--- config.mk ---
export PLATFORM = sky130hd
export DESIGN_NAME = pipelineCore
export DESIGN_NICKNAME = d
export VERILOG_FILES = /design/src/hdl/corePkg.sv /design/src/hdl/alu.sv /design/src/hdl/controlDecoder.sv /design/src/hdl/decodeStage.sv /design/src/hdl/executeStage.sv /design/src/hdl/hazardUnit.sv /design/src/hdl/pipelineCore.sv /design/src/hdl/regFile.sv
export VERILOG_INCLUDE_DIRS = /design/src /design/src/hdl
export SDC_FILE = /design/constraint.sdc
export NUM_CORES = 2
export LEC_CHECK = 0
export BUFFER_PORTS_ARGS = -buffer_cell sky130_fd_sc_hd__buf_2
export CORE_MARGIN = 4
export CORE_UTILIZATION = 45
export CTS_CLUSTER_SIZE = 28
export DETAILED_ROUTE_END_ITERATION = 10
export GPL_ROUTABILITY_DRIVEN = 0
export MAX_ROUTING_LAYER = met4
export PLACE_DENSITY = 0.67
export SLEW_MARGIN = 20
export SYNTH_ARGS = -nofsm -noshare
export SYNTH_HDL_FRONTEND = slang
export SYNTH_SLANG_ARGS = --single-unit
export TNS_END_PERCENT = 10
--- constraint.sdc ---
create_clock -name clk -period 92.4 [get_ports clk]
set_input_delay 18.48 -clock clk [delete_from_list [all_inputs] [get_ports clk]]
set_output_delay 18.48 -clock clk [all_outputs]
set_load 0.02 [all_outputs]
--- src/hdl/core_config.svh ---
`ifndef CORE_CONFIG_SVH
`define CORE_CONFIG_SVH

// machine word and register index widths
`define DATA_WIDTH 32
`define REG_ADDR_WIDTH 5

// first fetch address out of reset
`define RESET_PC 32'h0000_0000

// jal destination register
`define LINK_REG 31

// lui places the immediate in the upper half
`define LUI_SHIFT 16

`endif

--- src/hdl/corePkg.sv ---
`include "core_config.svh"

package corePkg;

    // register format
    typedef struct packed {
        logic [5:0]                 opcode;
        logic [`REG_ADDR_WIDTH-1:0] rs;
        logic [`REG_ADDR_WIDTH-1:0] rt;
        logic [`REG_ADDR_WIDTH-1:0] rd;
        logic [4:0]                 shamt;
        logic [5:0]                 funct;
    } rFmt_t;

    // immediate format
    typedef struct packed {
        logic [5:0]                 opcode;
        logic [`REG_ADDR_WIDTH-1:0] rs;
        logic [`REG_ADDR_WIDTH-1:0] rt;
        logic [15:0]                imm16;
    } iFmt_t;

    // jump format
    typedef struct packed {
        logic [5:0]  opcode;
        logic [25:0] target26;
    } jFmt_t;

    // one instruction word, three views
    typedef union packed {
        rFmt_t rFmt;
        iFmt_t iFmt;
        jFmt_t jFmt;
    } instr_t;

    typedef enum logic [2:0] {
        aluAnd  = 3'b000,
        aluOr   = 3'b001,
        aluAdd  = 3'b010,
        aluXor  = 3'b011,
        aluXnor = 3'b100,
        aluSub  = 3'b101,
        aluSlt  = 3'b110,
        aluLui  = 3'b111
    } aluOp_t;

    typedef struct packed {
        logic   regWrite;
        logic   memWrite;
        logic   memToReg;
        logic   aluSrcImm;
        logic   zeroExt;   // andi/ori/xori
        logic   regDst;    // rd instead of rt
        logic   branchEq;
        logic   branchNe;
        logic   jump;
        aluOp_t aluOp;
    } ctrl_t;

    typedef struct packed {
        ctrl_t                      ctrl;
        logic [`REG_ADDR_WIDTH-1:0] rs;
        logic [`REG_ADDR_WIDTH-1:0] rt;
        logic [`REG_ADDR_WIDTH-1:0] rd;
        logic [`DATA_WIDTH-1:0]     rd1;
        logic [`DATA_WIDTH-1:0]     rd2;
        logic [`DATA_WIDTH-1:0]     imm;
        logic [`DATA_WIDTH-1:0]     pcPlus4;
    } idEx_t;

    typedef struct packed {
        logic                       regWrite;
        logic                       memWrite;
        logic                       memToReg;
        logic                       link;      // jal, result is pcPlus8
        logic [`REG_ADDR_WIDTH-1:0] writeReg;
        logic [`DATA_WIDTH-1:0]     aluOut;
        logic [`DATA_WIDTH-1:0]     writeData;
        logic [`DATA_WIDTH-1:0]     pcPlus8;
    } exMem_t;

    typedef enum logic [1:0] {
        fwdNone    = 2'b00,
        fwdFromMem = 2'b10,
        fwdFromWb  = 2'b01
    } fwdSel_t;

endpackage

--- src/hdl/alu.sv ---
`include "core_config.svh"

module alu (
    input  logic [`DATA_WIDTH-1:0] a,
    input  logic [`DATA_WIDTH-1:0] b,
    input  corePkg::aluOp_t        op,
    output logic [`DATA_WIDTH-1:0] y
);

    logic                   subtract;
    logic [`DATA_WIDTH-1:0] sum;
    logic                   lessThan;

    // sub and slt reuse the adder with ~b + 1
    assign subtract = (op == corePkg::aluSub) || (op == corePkg::aluSlt);
    assign sum = a + (subtract ? ~b : b) + `DATA_WIDTH'(subtract);

    // signs differ means no overflow question, a's sign decides
    assign lessThan = (a[`DATA_WIDTH-1] != b[`DATA_WIDTH-1]) ? a[`DATA_WIDTH-1]
                                                             : sum[`DATA_WIDTH-1];

    always_comb begin
        case (op)
            corePkg::aluAnd:  y = a & b;
            corePkg::aluOr:   y = a | b;
            corePkg::aluXor:  y = a ^ b;
            corePkg::aluXnor: y = ~(a ^ b);
            corePkg::aluSlt:  y = `DATA_WIDTH'(lessThan);
            corePkg::aluLui:  y = b << `LUI_SHIFT;
            default:          y = sum;  // add, sub
        endcase
    end

endmodule

--- src/hdl/controlDecoder.sv ---
module controlDecoder (
    input  logic            clk,
    input  logic            rst,
    input  corePkg::instr_t instr,
    output corePkg::ctrl_t  ctrl,
    output logic            illegal
);

    always_comb begin
        ctrl = '0;
        ctrl.aluOp = corePkg::aluAdd;  // address and branch default
        illegal = 1'b0;
        case (instr.iFmt.opcode)
            6'h00: begin
                ctrl.regWrite = 1'b1;
                ctrl.regDst = 1'b1;
                case (instr.rFmt.funct)
                    6'h00: ctrl.regWrite = 1'b0;  // nop
                    6'h20: ctrl.aluOp = corePkg::aluAdd;
                    6'h22: ctrl.aluOp = corePkg::aluSub;
                    6'h24: ctrl.aluOp = corePkg::aluAnd;
                    6'h25: ctrl.aluOp = corePkg::aluOr;
                    6'h26: ctrl.aluOp = corePkg::aluXor;
                    6'h27: ctrl.aluOp = corePkg::aluXnor;
                    6'h2a: ctrl.aluOp = corePkg::aluSlt;
                    default: illegal = 1'b1;
                endcase
            end
            6'h08, 6'h0a, 6'h0c, 6'h0d, 6'h0e, 6'h0f: begin
                ctrl.regWrite = 1'b1;
                ctrl.aluSrcImm = 1'b1;
                // logical immediates sit at 0x0c..0x0e, lui drops the upper half anyway
                ctrl.zeroExt = instr.iFmt.opcode[2];
                case (instr.iFmt.opcode[2:0])
                    3'b000: ctrl.aluOp = corePkg::aluAdd;  // addi
                    3'b010: ctrl.aluOp = corePkg::aluSlt;  // slti
                    3'b100: ctrl.aluOp = corePkg::aluAnd;
                    3'b101: ctrl.aluOp = corePkg::aluOr;
                    3'b110: ctrl.aluOp = corePkg::aluXor;
                    default: ctrl.aluOp = corePkg::aluLui;
                endcase
            end
            6'h23: begin  // lw
                ctrl.regWrite = 1'b1;
                ctrl.memToReg = 1'b1;
                ctrl.aluSrcImm = 1'b1;
            end
            6'h2b: begin  // sw
                ctrl.memWrite = 1'b1;
                ctrl.aluSrcImm = 1'b1;
            end
            6'h04: ctrl.branchEq = 1'b1;
            6'h05: ctrl.branchNe = 1'b1;
            6'h03: begin  // jal
                ctrl.jump = 1'b1;
                ctrl.regWrite = 1'b1;
            end
            default: illegal = 1'b1;
        endcase
        if (illegal) begin
            ctrl = '0;  // unknown encodings retire as a bubble
        end
    end

    // every word that reaches decode must belong to the supported set
    assert property (@(posedge clk) disable iff (rst) (instr != '0) |-> !illegal);

endmodule

--- src/hdl/decodeStage.sv ---
`include "core_config.svh"

module decodeStage (
    input  logic                       clk,
    input  logic                       rst,
    input  logic                       stall,
    input  corePkg::instr_t            instrF,
    input  logic [`DATA_WIDTH-1:0]     pcPlus4F,
    input  logic                       forwardAD,
    input  logic                       forwardBD,
    input  logic [`DATA_WIDTH-1:0]     aluOutM,
    input  logic [`REG_ADDR_WIDTH-1:0] writeRegW,
    input  logic [`DATA_WIDTH-1:0]     resultW,
    input  logic                       regWriteW,
    output corePkg::idEx_t             idEx,
    output logic [`REG_ADDR_WIDTH-1:0] rsD,
    output logic [`REG_ADDR_WIDTH-1:0] rtD,
    output logic                       branchD,
    output logic [`DATA_WIDTH-1:0]     pcNext
);

    corePkg::instr_t        instrD;
    corePkg::ctrl_t         ctrlD;
    logic [`DATA_WIDTH-1:0] pcPlus4D;
    logic [`DATA_WIDTH-1:0] rdA;
    logic [`DATA_WIDTH-1:0] rdB;
    logic [`DATA_WIDTH-1:0] srcA;
    logic [`DATA_WIDTH-1:0] srcB;
    logic [`DATA_WIDTH-1:0] immD;
    logic [`DATA_WIDTH-1:0] branchTarget;
    logic [`DATA_WIDTH-1:0] jumpTarget;
    logic                   takenD;
    logic                   redirect;

    // fetch/decode register
    always_ff @(posedge clk or posedge rst) begin
        if (rst) begin
            instrD <= '0;
            pcPlus4D <= '0;
        end else if (!stall) begin
            if (redirect) begin
                instrD <= '0;  // squash the word fetched behind
                pcPlus4D <= '0;
            end else begin
                instrD <= instrF;
                pcPlus4D <= pcPlus4F;
            end
        end
    end

    controlDecoder ctrlDec (
        .clk(clk),
        .rst(rst),
        .instr(instrD),
        .ctrl(ctrlD),
        .illegal()
    );

    regFile regs (
        .clk(clk),
        .rst(rst),
        .raddrA(instrD.rFmt.rs),
        .raddrB(instrD.rFmt.rt),
        .waddr(writeRegW),
        .wdata(resultW),
        .wen(regWriteW),
        .rdataA(rdA),
        .rdataB(rdB)
    );

    assign rsD = instrD.rFmt.rs;
    assign rtD = instrD.rFmt.rt;

    assign immD = ctrlD.zeroExt ? {{(`DATA_WIDTH-16){1'b0}}, instrD.iFmt.imm16}
                                : {{(`DATA_WIDTH-16){instrD.iFmt.imm16[15]}}, instrD.iFmt.imm16};

    // early branch resolution
    assign srcA = forwardAD ? aluOutM : rdA;
    assign srcB = forwardBD ? aluOutM : rdB;
    assign takenD = (ctrlD.branchEq && srcA == srcB) || (ctrlD.branchNe && srcA != srcB);
    assign branchD = ctrlD.branchEq || ctrlD.branchNe;
    assign redirect = takenD || ctrlD.jump;

    assign branchTarget = pcPlus4D + (immD << 2);
    assign jumpTarget = {pcPlus4D[`DATA_WIDTH-1:28], instrD.jFmt.target26, 2'b00};
    assign pcNext = ctrlD.jump ? jumpTarget : takenD ? branchTarget : pcPlus4F;

    always_comb begin
        idEx.ctrl = ctrlD;
        idEx.rs = instrD.rFmt.rs;
        idEx.rt = instrD.rFmt.rt;
        idEx.rd = instrD.rFmt.rd;
        idEx.rd1 = rdA;
        idEx.rd2 = rdB;
        idEx.imm = immD;
        idEx.pcPlus4 = pcPlus4D;
    end

endmodule

--- src/hdl/executeStage.sv ---
`include "core_config.svh"

module executeStage (
    input  logic                       clk,
    input  logic                       rst,
    input  logic                       flush,
    input  corePkg::idEx_t             idEx,
    input  corePkg::fwdSel_t           forwardA,
    input  corePkg::fwdSel_t           forwardB,
    input  logic [`DATA_WIDTH-1:0]     aluOutM,
    input  logic [`DATA_WIDTH-1:0]     resultW,
    output logic [`REG_ADDR_WIDTH-1:0] rsE,
    output logic [`REG_ADDR_WIDTH-1:0] rtE,
    output logic [`REG_ADDR_WIDTH-1:0] writeRegE,
    output logic                       regWriteE,
    output logic                       memToRegE,
    output corePkg::exMem_t            exMem
);

    corePkg::idEx_t         idExE;
    logic [`DATA_WIDTH-1:0] srcA;
    logic [`DATA_WIDTH-1:0] srcB;
    logic [`DATA_WIDTH-1:0] writeDataE;
    logic [`DATA_WIDTH-1:0] aluY;

    // decode/execute register, flush inserts a bubble
    always_ff @(posedge clk or posedge rst) begin
        if (rst) begin
            idExE <= '0;
        end else if (flush) begin
            idExE <= '0;
        end else begin
            idExE <= idEx;
        end
    end

    always_comb begin
        case (forwardA)
            corePkg::fwdFromMem: srcA = aluOutM;
            corePkg::fwdFromWb:  srcA = resultW;
            default:             srcA = idExE.rd1;
        endcase
        case (forwardB)
            corePkg::fwdFromMem: writeDataE = aluOutM;
            corePkg::fwdFromWb:  writeDataE = resultW;
            default:             writeDataE = idExE.rd2;
        endcase
    end

    assign srcB = idExE.ctrl.aluSrcImm ? idExE.imm : writeDataE;

    alu aluInst (
        .a(srcA),
        .b(srcB),
        .op(idExE.ctrl.aluOp),
        .y(aluY)
    );

    assign rsE = idExE.rs;
    assign rtE = idExE.rt;
    assign regWriteE = idExE.ctrl.regWrite;
    assign memToRegE = idExE.ctrl.memToReg;
    assign writeRegE = idExE.ctrl.jump ? `REG_ADDR_WIDTH'(`LINK_REG)
                     : idExE.ctrl.regDst ? idExE.rd : idExE.rt;

    // execute/memory register
    always_ff @(posedge clk or posedge rst) begin
        if (rst) begin
            exMem <= '0;
        end else begin
            exMem.regWrite <= idExE.ctrl.regWrite;
            exMem.memWrite <= idExE.ctrl.memWrite;
            exMem.memToReg <= idExE.ctrl.memToReg;
            exMem.link <= idExE.ctrl.jump;
            exMem.writeReg <= writeRegE;
            exMem.aluOut <= aluY;
            exMem.writeData <= writeDataE;
            exMem.pcPlus8 <= idExE.pcPlus4 + `DATA_WIDTH'(4);
        end
    end

    // store strobe reaches the data bus every cycle after reset
    assert property (@(posedge clk) disable iff (rst) !$isunknown(exMem.memWrite));

endmodule

--- src/hdl/hazardUnit.sv ---
`include "core_config.svh"

module hazardUnit (
    input  logic                       clk,
    input  logic                       rst,
    input  logic [`REG_ADDR_WIDTH-1:0] rsD,
    input  logic [`REG_ADDR_WIDTH-1:0] rtD,
    input  logic [`REG_ADDR_WIDTH-1:0] rsE,
    input  logic [`REG_ADDR_WIDTH-1:0] rtE,
    input  logic [`REG_ADDR_WIDTH-1:0] writeRegE,
    input  logic [`REG_ADDR_WIDTH-1:0] writeRegM,
    input  logic [`REG_ADDR_WIDTH-1:0] writeRegW,
    input  logic                       regWriteE,
    input  logic                       regWriteM,
    input  logic                       regWriteW,
    input  logic                       memToRegE,
    input  logic                       memToRegM,
    input  logic                       branchD,
    output logic                       stall,
    output logic                       flush,
    output logic                       forwardAD,
    output logic                       forwardBD,
    output corePkg::fwdSel_t           forwardA,
    output corePkg::fwdSel_t           forwardB
);

    logic loadUse;
    logic branchHazard;

    // memory stage wins over writeback, r0 never forwarded
    always_comb begin
        forwardA = corePkg::fwdNone;
        if (rsE != '0 && regWriteM && rsE == writeRegM) begin
            forwardA = corePkg::fwdFromMem;
        end else if (rsE != '0 && regWriteW && rsE == writeRegW) begin
            forwardA = corePkg::fwdFromWb;
        end
        forwardB = corePkg::fwdNone;
        if (rtE != '0 && regWriteM && rtE == writeRegM) begin
            forwardB = corePkg::fwdFromMem;
        end else if (rtE != '0 && regWriteW && rtE == writeRegW) begin
            forwardB = corePkg::fwdFromWb;
        end
    end

    // branch compare only sees the memory stage, writeback comes via the regfile
    assign forwardAD = (rsD != '0) && regWriteM && (rsD == writeRegM);
    assign forwardBD = (rtD != '0) && regWriteM && (rtD == writeRegM);

    assign loadUse = memToRegE && (writeRegE == rsD || writeRegE == rtD);
    assign branchHazard = branchD &&
        ((regWriteE && (writeRegE == rsD || writeRegE == rtD)) ||
         (memToRegM && (writeRegM == rsD || writeRegM == rtD)));

    assign stall = loadUse || branchHazard;
    assign flush = stall;  // bubble into execute while decode holds

    // a load feeding a branch is the longest case, two cycles
    assert property (@(posedge clk) disable iff (rst) stall ##1 stall |=> !stall);

endmodule

--- src/hdl/pipelineCore.sv ---
`include "core_config.svh"

module pipelineCore (
    input  logic                   clk,
    input  logic                   rst,
    output logic [`DATA_WIDTH-1:0] pc,
    input  corePkg::instr_t        instr,
    output logic [`DATA_WIDTH-1:0] dataAddr,
    output logic [`DATA_WIDTH-1:0] writeData,
    output logic                   memWrite,
    input  logic [`DATA_WIDTH-1:0] readData
);

    logic [`DATA_WIDTH-1:0]     pcPlus4F;
    logic [`DATA_WIDTH-1:0]     pcNext;
    logic                       stall;
    logic                       flush;
    logic                       forwardAD;
    logic                       forwardBD;
    corePkg::fwdSel_t           forwardA;
    corePkg::fwdSel_t           forwardB;
    corePkg::idEx_t             idEx;
    corePkg::exMem_t            exMem;
    corePkg::exMem_t            memWb;
    logic [`DATA_WIDTH-1:0]     readDataW;
    logic [`DATA_WIDTH-1:0]     aluOutM;
    logic [`DATA_WIDTH-1:0]     resultW;
    logic [`REG_ADDR_WIDTH-1:0] rsD;
    logic [`REG_ADDR_WIDTH-1:0] rtD;
    logic [`REG_ADDR_WIDTH-1:0] rsE;
    logic [`REG_ADDR_WIDTH-1:0] rtE;
    logic [`REG_ADDR_WIDTH-1:0] writeRegE;
    logic                       branchD;
    logic                       regWriteE;
    logic                       memToRegE;

    always_ff @(posedge clk or posedge rst) begin
        if (rst) begin
            pc <= `RESET_PC;
        end else if (!stall) begin
            pc <= pcNext;
        end
    end

    assign pcPlus4F = pc + `DATA_WIDTH'(4);

    decodeStage decode (
        .clk(clk), .rst(rst), .stall(stall),
        .instrF(instr), .pcPlus4F(pcPlus4F),
        .forwardAD(forwardAD), .forwardBD(forwardBD), .aluOutM(aluOutM),
        .writeRegW(memWb.writeReg), .resultW(resultW), .regWriteW(memWb.regWrite),
        .idEx(idEx), .rsD(rsD), .rtD(rtD), .branchD(branchD), .pcNext(pcNext)
    );

    executeStage execute (
        .clk(clk), .rst(rst), .flush(flush), .idEx(idEx),
        .forwardA(forwardA), .forwardB(forwardB),
        .aluOutM(aluOutM), .resultW(resultW),
        .rsE(rsE), .rtE(rtE), .writeRegE(writeRegE),
        .regWriteE(regWriteE), .memToRegE(memToRegE), .exMem(exMem)
    );

    hazardUnit hazard (
        .clk(clk), .rst(rst),
        .rsD(rsD), .rtD(rtD), .rsE(rsE), .rtE(rtE),
        .writeRegE(writeRegE), .writeRegM(exMem.writeReg), .writeRegW(memWb.writeReg),
        .regWriteE(regWriteE), .regWriteM(exMem.regWrite), .regWriteW(memWb.regWrite),
        .memToRegE(memToRegE), .memToRegM(exMem.memToReg), .branchD(branchD),
        .stall(stall), .flush(flush), .forwardAD(forwardAD), .forwardBD(forwardBD),
        .forwardA(forwardA), .forwardB(forwardB)
    );

    // data bus straight from the memory stage
    assign dataAddr = exMem.aluOut;
    assign writeData = exMem.writeData;
    assign memWrite = exMem.memWrite;

    // a jal in memory forwards its link value
    assign aluOutM = exMem.link ? exMem.pcPlus8 : exMem.aluOut;

    always_ff @(posedge clk or posedge rst) begin
        if (rst) begin
            memWb <= '0;
        end else begin
            memWb <= exMem;
        end
    end

    always_ff @(posedge clk or posedge rst) begin
        if (rst) begin
            readDataW <= '0;
        end else begin
            readDataW <= readData;
        end
    end

    assign resultW = memWb.link ? memWb.pcPlus8 : memWb.memToReg ? readDataW : memWb.aluOut;

endmodule

--- src/hdl/regFile.sv ---
`include "core_config.svh"

module regFile (
    input  logic                       clk,
    input  logic                       rst,
    input  logic [`REG_ADDR_WIDTH-1:0] raddrA,
    input  logic [`REG_ADDR_WIDTH-1:0] raddrB,
    input  logic [`REG_ADDR_WIDTH-1:0] waddr,
    input  logic [`DATA_WIDTH-1:0]     wdata,
    input  logic                       wen,
    output logic [`DATA_WIDTH-1:0]     rdataA,
    output logic [`DATA_WIDTH-1:0]     rdataB
);

    logic [`DATA_WIDTH-1:0] regs [2**`REG_ADDR_WIDTH];

    always_ff @(posedge clk or posedge rst) begin
        if (rst) begin
            for (int i = 0; i < 2**`REG_ADDR_WIDTH; i++) begin
                regs[i] <= '0;
            end
        end else if (wen && waddr != '0) begin
            regs[waddr] <= wdata;
        end
    end

    // r0 reads zero, same-cycle write passes straight through
    assign rdataA = (raddrA == '0) ? '0 : (wen && waddr == raddrA) ? wdata : regs[raddrA];
    assign rdataB = (raddrB == '0) ? '0 : (wen && waddr == raddrB) ? wdata : regs[raddrB];

endmodule

# Word level (Yosys, flattened, before mapping)
# Index checks and enable logic that the tools add are counted.
[totals]
regBits = 1481
in_bits = 66
output_inout_bits = 97
wordCells = 226
[classes]
n_addsub = 5
n_lt_le_gt_ge = 4
n_eq_ne = 47
muxes = 52
bitwise_logic = 8
n_reduce_logical = 46
[ops]
columns = ["operator", "n"]
rows = [
  ["$bwmux 1024", 1],
  ["$mux 32", 21],
  ["$bmux 32 s5", 2],
  ["$pmux 32 s6", 1],
  ["$demux 32 s5", 1],
  ["$mux 155", 1],
  ["$pmux 32 s2", 2],
  ["$add 32x3->32 const B", 2],
  ["$add 32x32->32", 2],
  ["$not 32->32", 2],
  ["$eq 5x5->1", 12],
  ["$eq 6x6->1 const B", 9],
  ["$eq 6x4->1 const B", 6],
  ["$add 32x1->32", 1],
  ["$and 32x32->32", 1],
  ["$eq 32x32->1", 1],
  ["$ne 32x32->1", 1],
  ["$or 32x32->32", 1],
  ["$xor 32x32->32", 1],
  ["$reduce_bool 5->1", 5],
  ["$reduce_or 8->1", 3],
  ["$logic_and 1x1->1", 22],
  ["$eq 3x3->1 const B", 7],
  ["$ge 6x6->1 const B", 3],
  ["other kinds (23)", 54],
]

# Depth between registers and ports, before layout
[depth]
depth_word = 14
ltp_mapped = 26
ltp_nobuf = 22

# By module
# From an unflattened synthesis, not the netlist that was laid out.
[unflattened]
hier_cells = 6408
area_unflattened_um2 = 81305.5
[modules_own_cells]
columns = ["mod", "n_inst", "cells_per_inst", "area_per_inst_um2", "seq_area_each_um2"]
rows = [
  ["regFile", 1, 3814, 55150.4, 25624.6],
  ["executeStage", 1, 786, 9733.1, 6431.2],
  ["decodeStage", 1, 662, 5836.8, 1601.5],
  ["pipelineCore", 1, 397, 5383.9, 3403.3],
  ["alu", 1, 616, 4280.4, 0.0],
  ["hazardUnit", 1, 74, 590.6, 0.0],
  ["controlDecoder", 1, 59, 330.3, 0.0],
]

# Worst setup path after synthesis
# Ideal clock, no wire load.
[synth_path]
path_kind = "register to output"
startpoint = "register execute.exMem[64] (netlist name)"
endpoint = "output dataAddr[0]"
arrival_ps = 528
required_time_ps = 73920
slack_ps = 73392
path_stages_with_launch = 2
path_buffers = 1
cell_sequence = "dfrtp_1 -> buf_4"
[synth_rtl]
columns = ["item", "line_no", "source"]
rows = [
  ["to (decl)", "pipelineCore.sv:8", "output logic [`DATA_WIDTH-1:0] dataAddr,"],
]
# No word-level cell between the ends.

==> results <==
- Synthesis produced ~7700 cells.
- The hold buffer count at cts is 0.
- The pin count of the biggest net entering global routing is ~170.
- For this block, the initial DRC count from the detailed router was a little over 9000.
- The filler cells instantiated in the layout total 15780.
- The endpoint type of the worst setup path is an asynchronous set/reset pin.
- The critical register-to-register path startpoint is decode.instrD[21].
- The first global-routing pass estimated roughly 430000 microns of wire.
- At the end of the flow, the number of nets in the layout was 7679.
- For the worst setup path, the data arrival time is 22.43 ns.
- The cell that appears most often on the critical path is sky130_fd_sc_hd__buf_4.
- Summing all non-filler instances in the final layout gives an area of about 0.087 sq mm.
- The wire length per cell after detailed routing is just under 30 microns.
- The kind of cell with the highest combined delay along the critical path is buffers and inverters.
- The critical setup path kind is in -> async.
- The worst register-to-register path has a depth of 17.
- The library cell contributing the largest single delay on the critical path is sky130_fd_sc_hd__buf_4.
- The maximum single-stage delay on the critical path is approximately 0.86 ns.
- The I/O pin count is roughly 160.
- The area of the placeable core is around 0.18 sq mm.
- The post-place instance area is 0.08159 sq mm.
- The H-tree depth is 4.
- The initialized floorplan defines roughly 150 standard-cell rows.
- The total congestion overflow is 0.
- The number of gates resized after CTS was 0.
- The routed design has between 200000 and 300000 microns of wire.
- The count of cell types in the netlist is between 90 and 100.
- The end point of the worst hold path is execute.exMem[1].
- In this run the worst path has a maximum fanout of 74.
- The die outline width is roughly 430 microns.
- The normalized max-slew margin is between 10% and 20%.
- The TritonCTS clock tree is done.
- The class of the tightest hold or removal check is reg -> reg.
- The first detailed-routing pass ran for 8 iterations.
- The setup slack of the worst register-to-register path is about 84 ns.
- The number of clock buffers inserted by TritonCTS is around 150.
- The final core utilization is just under 50%.
- The root cell of the clock tree is sky130_fd_sc_hd__clkbuf_16.
- The final routed DRC violation total is 0.
- Across the run, the number of max-cap violations was 0.
- The count of nets left with antenna violations once routing finished came out at 0.
- The number of pins exceeding their max-slew limit in the final report was 0.
- The kind of start point of the critical path is a primary input.
- The primary flip-flop cell chosen by synthesis mapping is sky130_fd_sc_hd__dfrtp_1.
- The per-cell via count in the routed design is around 6.5.
- The analysis attributes to cell leakage a power of between 30 and 40 nW.
- The critical hold path startpoint is execute.idExE[1].
- No sink is reached through more buffers than the 3 on the longest clock path.
- The aggregate global-route resource usage is 32.43%.
- The clock latency on the worst-skew pair is 0.85 ns.
- The mean post-synth cell area is slightly above 10 sq um.
- The endpoint of the lowest-slack register-to-register path is decode.pcPlus4D[21].
- The number of synthesized flops with an enable pin is 0.
- Traced cell by cell, the critical path runs through buf_2, inv_8, buf_4, buf_4, buf_12, buf_4, buf_4.
- Clock skew on the completed layout was measured at about 0.037 ns.
- During synthesis, Yosys emitted a total of 0 warnings.
- The overall power of the completed layout is around 0.0017 W.
- After routing, the total negative slack on setup checks comes to 0 ns.
- The number of antenna violations at the first check in global routing was 19.
- The quantity of I/O buffers inserted on ports is around 160.
- The flow ran to the end, and the final reports show no timing, DRC or antenna violations.
- In this run the post-CTS setup repair buffer count came out at 0.
- Setup repair after global routing left no endpoint under its margin.
- The worst hold path stage count is 0.
- The share of synthesized registers carrying an async set or reset is 100.0%.
- The maximum clock frequency is approximately 46 MHz.
- The die is around 430 microns tall.
- The worst path in the final design needs a cycle of 21.62 ns, including I/O delays and setup.
- Setup violations remaining at the end of the flow were counted as 0.
- The number of hold violations in the final report was 0.
- IR analysis of the VDD net gives a maximum drop of 0.01592 mV.
- The ratio of total power to cell area is about 19 mW/mm^2.
- The fraction of final layout cells with drive strength greater than 1 is 15.30%.
- The area added between synthesis and finish is 8.770%.
- The clock sink count is roughly 1500.
- Counting both buffers and inverters, the worst setup path holds a total of 7.
- The cell area that synthesis handed to floorplanning was 0.07992 sq mm.
- The synthesized design contains about 1500 register bits.
- The tightest hold path in the finished design has a slack of 0.3553 ns.
- The fraction of the cycle the final worst path needs is 23.40%.
- The total nets after synthesis is 7936.
- The die covers 0.1844 sq mm.
- At the pin with the least slew margin, the transition time is roughly 1.3 ns.
- The clock-pin slew reported for the worst setup and hold paths after clock tree synthesis is ~0.06 ns.
- Once detailed placement completed, the half-perimeter wirelength came to approximately 190000 microns.
- The routed layout has roughly 65000 vias.
- The sequential fraction of the synthesis area is 45.74%.
- The number of global-route vias before repair is roughly 62000.
- The starting density of the core is a little under half.
- For the worst setup path, the data required time is 93.20 ns.
## how the worst max path moves through the flow
stage	to	cells after the start	from
3_3_place_gp	decode.regs.regs[128]	6	rst
4_1_cts	decode.regs.regs[960]	6	rst
3_5_place_dp	decode.regs.regs[160]	6	rst
2_1_floorplan	decode.instrD[0]	1	rst
5_1_grt	decode.regs.regs[771]	7	rst
6_report	decode.regs.regs[771]	7	rst
## sequential cells by signal, indices dropped and copies added (netlist names)
register           cells
execute.regWriteE      1
decode.pcPlus4D       32
memWb                 72
execute.rtE            5
decode.instrD         32
pc                    32
decode.regs.regs    1024
readDataW             32
execute.rsE            5
execute.idExE        120
execute.exMem        105
execute.memToRegE      1
## where the power goes
part / total (W) / internal (W) / switching (W)
Combinational: 0.000284 / 0.0000982 / 0.000186
Sequential: 0.000737 / 0.000684 / 0.0000521
Clock: 0.000641 / 0.000363 / 0.000278
## cell type report
cell class,count,area (sq um),share of cell area [%]
clock inverter,52,742.0,0.8535
inverter,128,489.2,0.5628
sequential,1461,36600,42.10
tap,2340,2928,3.368
multi-input combinational,5401,39390,45.31
clock buffer,226,4444,5.112
timing repair buffer,341,2290,2.634
antenna,18,45.04,0.05181
## synth_stat cells, types with 12 or more instances
cell,n,share of area [%]
sky130_fd_sc_hd__a31oi_1,38,0.30
sky130_fd_sc_hd__nor4_1,21,0.16
sky130_fd_sc_hd__o21ai_1,12,0.075
sky130_fd_sc_hd__mux2i_1,465,5.8
sky130_fd_sc_hd__and2_1,78,0.61
sky130_fd_sc_hd__buf_1,28,0.13
sky130_fd_sc_hd__a22oi_1,97,0.91
sky130_fd_sc_hd__nor3_1,53,0.33
sky130_fd_sc_hd__nand2_1,1337,6.3
sky130_fd_sc_hd__o22a_1,15,0.16
sky130_fd_sc_hd__xnor2_1,125,1.4
sky130_fd_sc_hd__and3b_1,13,0.14
sky130_fd_sc_hd__a32oi_1,13,0.14
sky130_fd_sc_hd__ha_1,125,2.0
sky130_fd_sc_hd__a211oi_1,66,0.62
sky130_fd_sc_hd__o21a_1,35,0.33
sky130_fd_sc_hd__or2_2,16,0.13
sky130_fd_sc_hd__nor2b_1,50,0.39
sky130_fd_sc_hd__a21o_1,26,0.24
sky130_fd_sc_hd__xor2_1,89,0.98
sky130_fd_sc_hd__nand2b_1,32,0.25
sky130_fd_sc_hd__nor2_1,250,1.2
sky130_fd_sc_hd__a22o_1,63,0.69
sky130_fd_sc_hd__nand3_1,103,0.64
sky130_fd_sc_hd__nor3b_1,16,0.15
sky130_fd_sc_hd__buf_4,102,0.96
sky130_fd_sc_hd__a21oi_1,186,1.2
sky130_fd_sc_hd__mux4_2,400,11
sky130_fd_sc_hd__a221o_1,12,0.15
sky130_fd_sc_hd__buf_8,13,0.24
sky130_fd_sc_hd__clkbuf_1,497,2.3
sky130_fd_sc_hd__o211ai_1,31,0.29
sky130_fd_sc_hd__buf_6,31,0.44
sky130_fd_sc_hd__nand4_1,37,0.29
sky130_fd_sc_hd__o22ai_1,44,0.34
sky130_fd_sc_hd__inv_1,122,0.57
sky130_fd_sc_hd__a221oi_1,39,0.43
sky130_fd_sc_hd__mux2_2,56,0.79
sky130_fd_sc_hd__buf_2,76,0.48
sky130_fd_sc_hd__dfrtp_1,1461,46
sky130_fd_sc_hd__o221ai_1,37,0.41
sky130_fd_sc_hd__o21ai_0,1199,7.5
sky130_fd_sc_hd__o31ai_1,16,0.15
sky130_fd_sc_hd__and3_1,53,0.41
sky130_fd_sc_hd__or3_1,14,0.11
## per-stage QoR
stage / worst slack (ns) / std cells
6_report: 70.78 / 9967
5_1_grt: 70.30 / 9962
4_1_cts: 70.05 / 9946
3_5_place_dp: 69.18 / 9668
3_3_place_gp: 69.28 / 9668
2_1_floorplan: 32.71 / 7743
## per-layer routing
| layer | up-vias | share of wire, % | GRT usage, % |
|---|---|---|---|
| met5 | - | 0 | - |
| met4 | 0 | 7.6 | 20.00 |
| met3 | 1218 | 13 | 10.16 |
| met2 | 4426 | 42 | 45.11 |
| met1 | 32090 | 37 | 41.26 |
| li1 | 27250 | - | - |
## worst reg2reg max path: cells and delay by family, from the launching register on
family / cells / cell delay (ns)
simple gates: 6 / 3.20
buf+inv: 4 / 2.28
compound gates: 7 / 2.43
flops: 1 / 0.75
## layout by cell type, fill, tap and decap left out, drive strengths merged, types with 38 or more instances in the layout
master	instances
dfrtp	1461
nand2	1337
o21ai	1211
mux2i	465
mux4	402
buf	341
nor2	251
clkbuf	226
a21oi	186
inv	130
xnor2	126
ha	125
nand3	103
a22oi	97
xor2	89
and2	81
a211oi	66
a22o	63
mux2	58
and3	53
nor3	53
nor2b	50
o22ai	44
a221oi	42
o221ai	39
a31oi	38
nand4	38
## cells by family after synthesis
group                    count (synthesis)  share of synthesized area [%]
adder cells (fa/ha/maj)                127                          2.007
AO/OA/AOI/OAI                         2025                          15.07
multiplexers                           925                          17.98
XOR/XNOR                               215                          2.365
flip-flops                            1461                          45.74
buffers and inverters                  881                          5.332
AND/OR/NAND/NOR                       2109                          11.50
(Power assumes the default switching activity.)
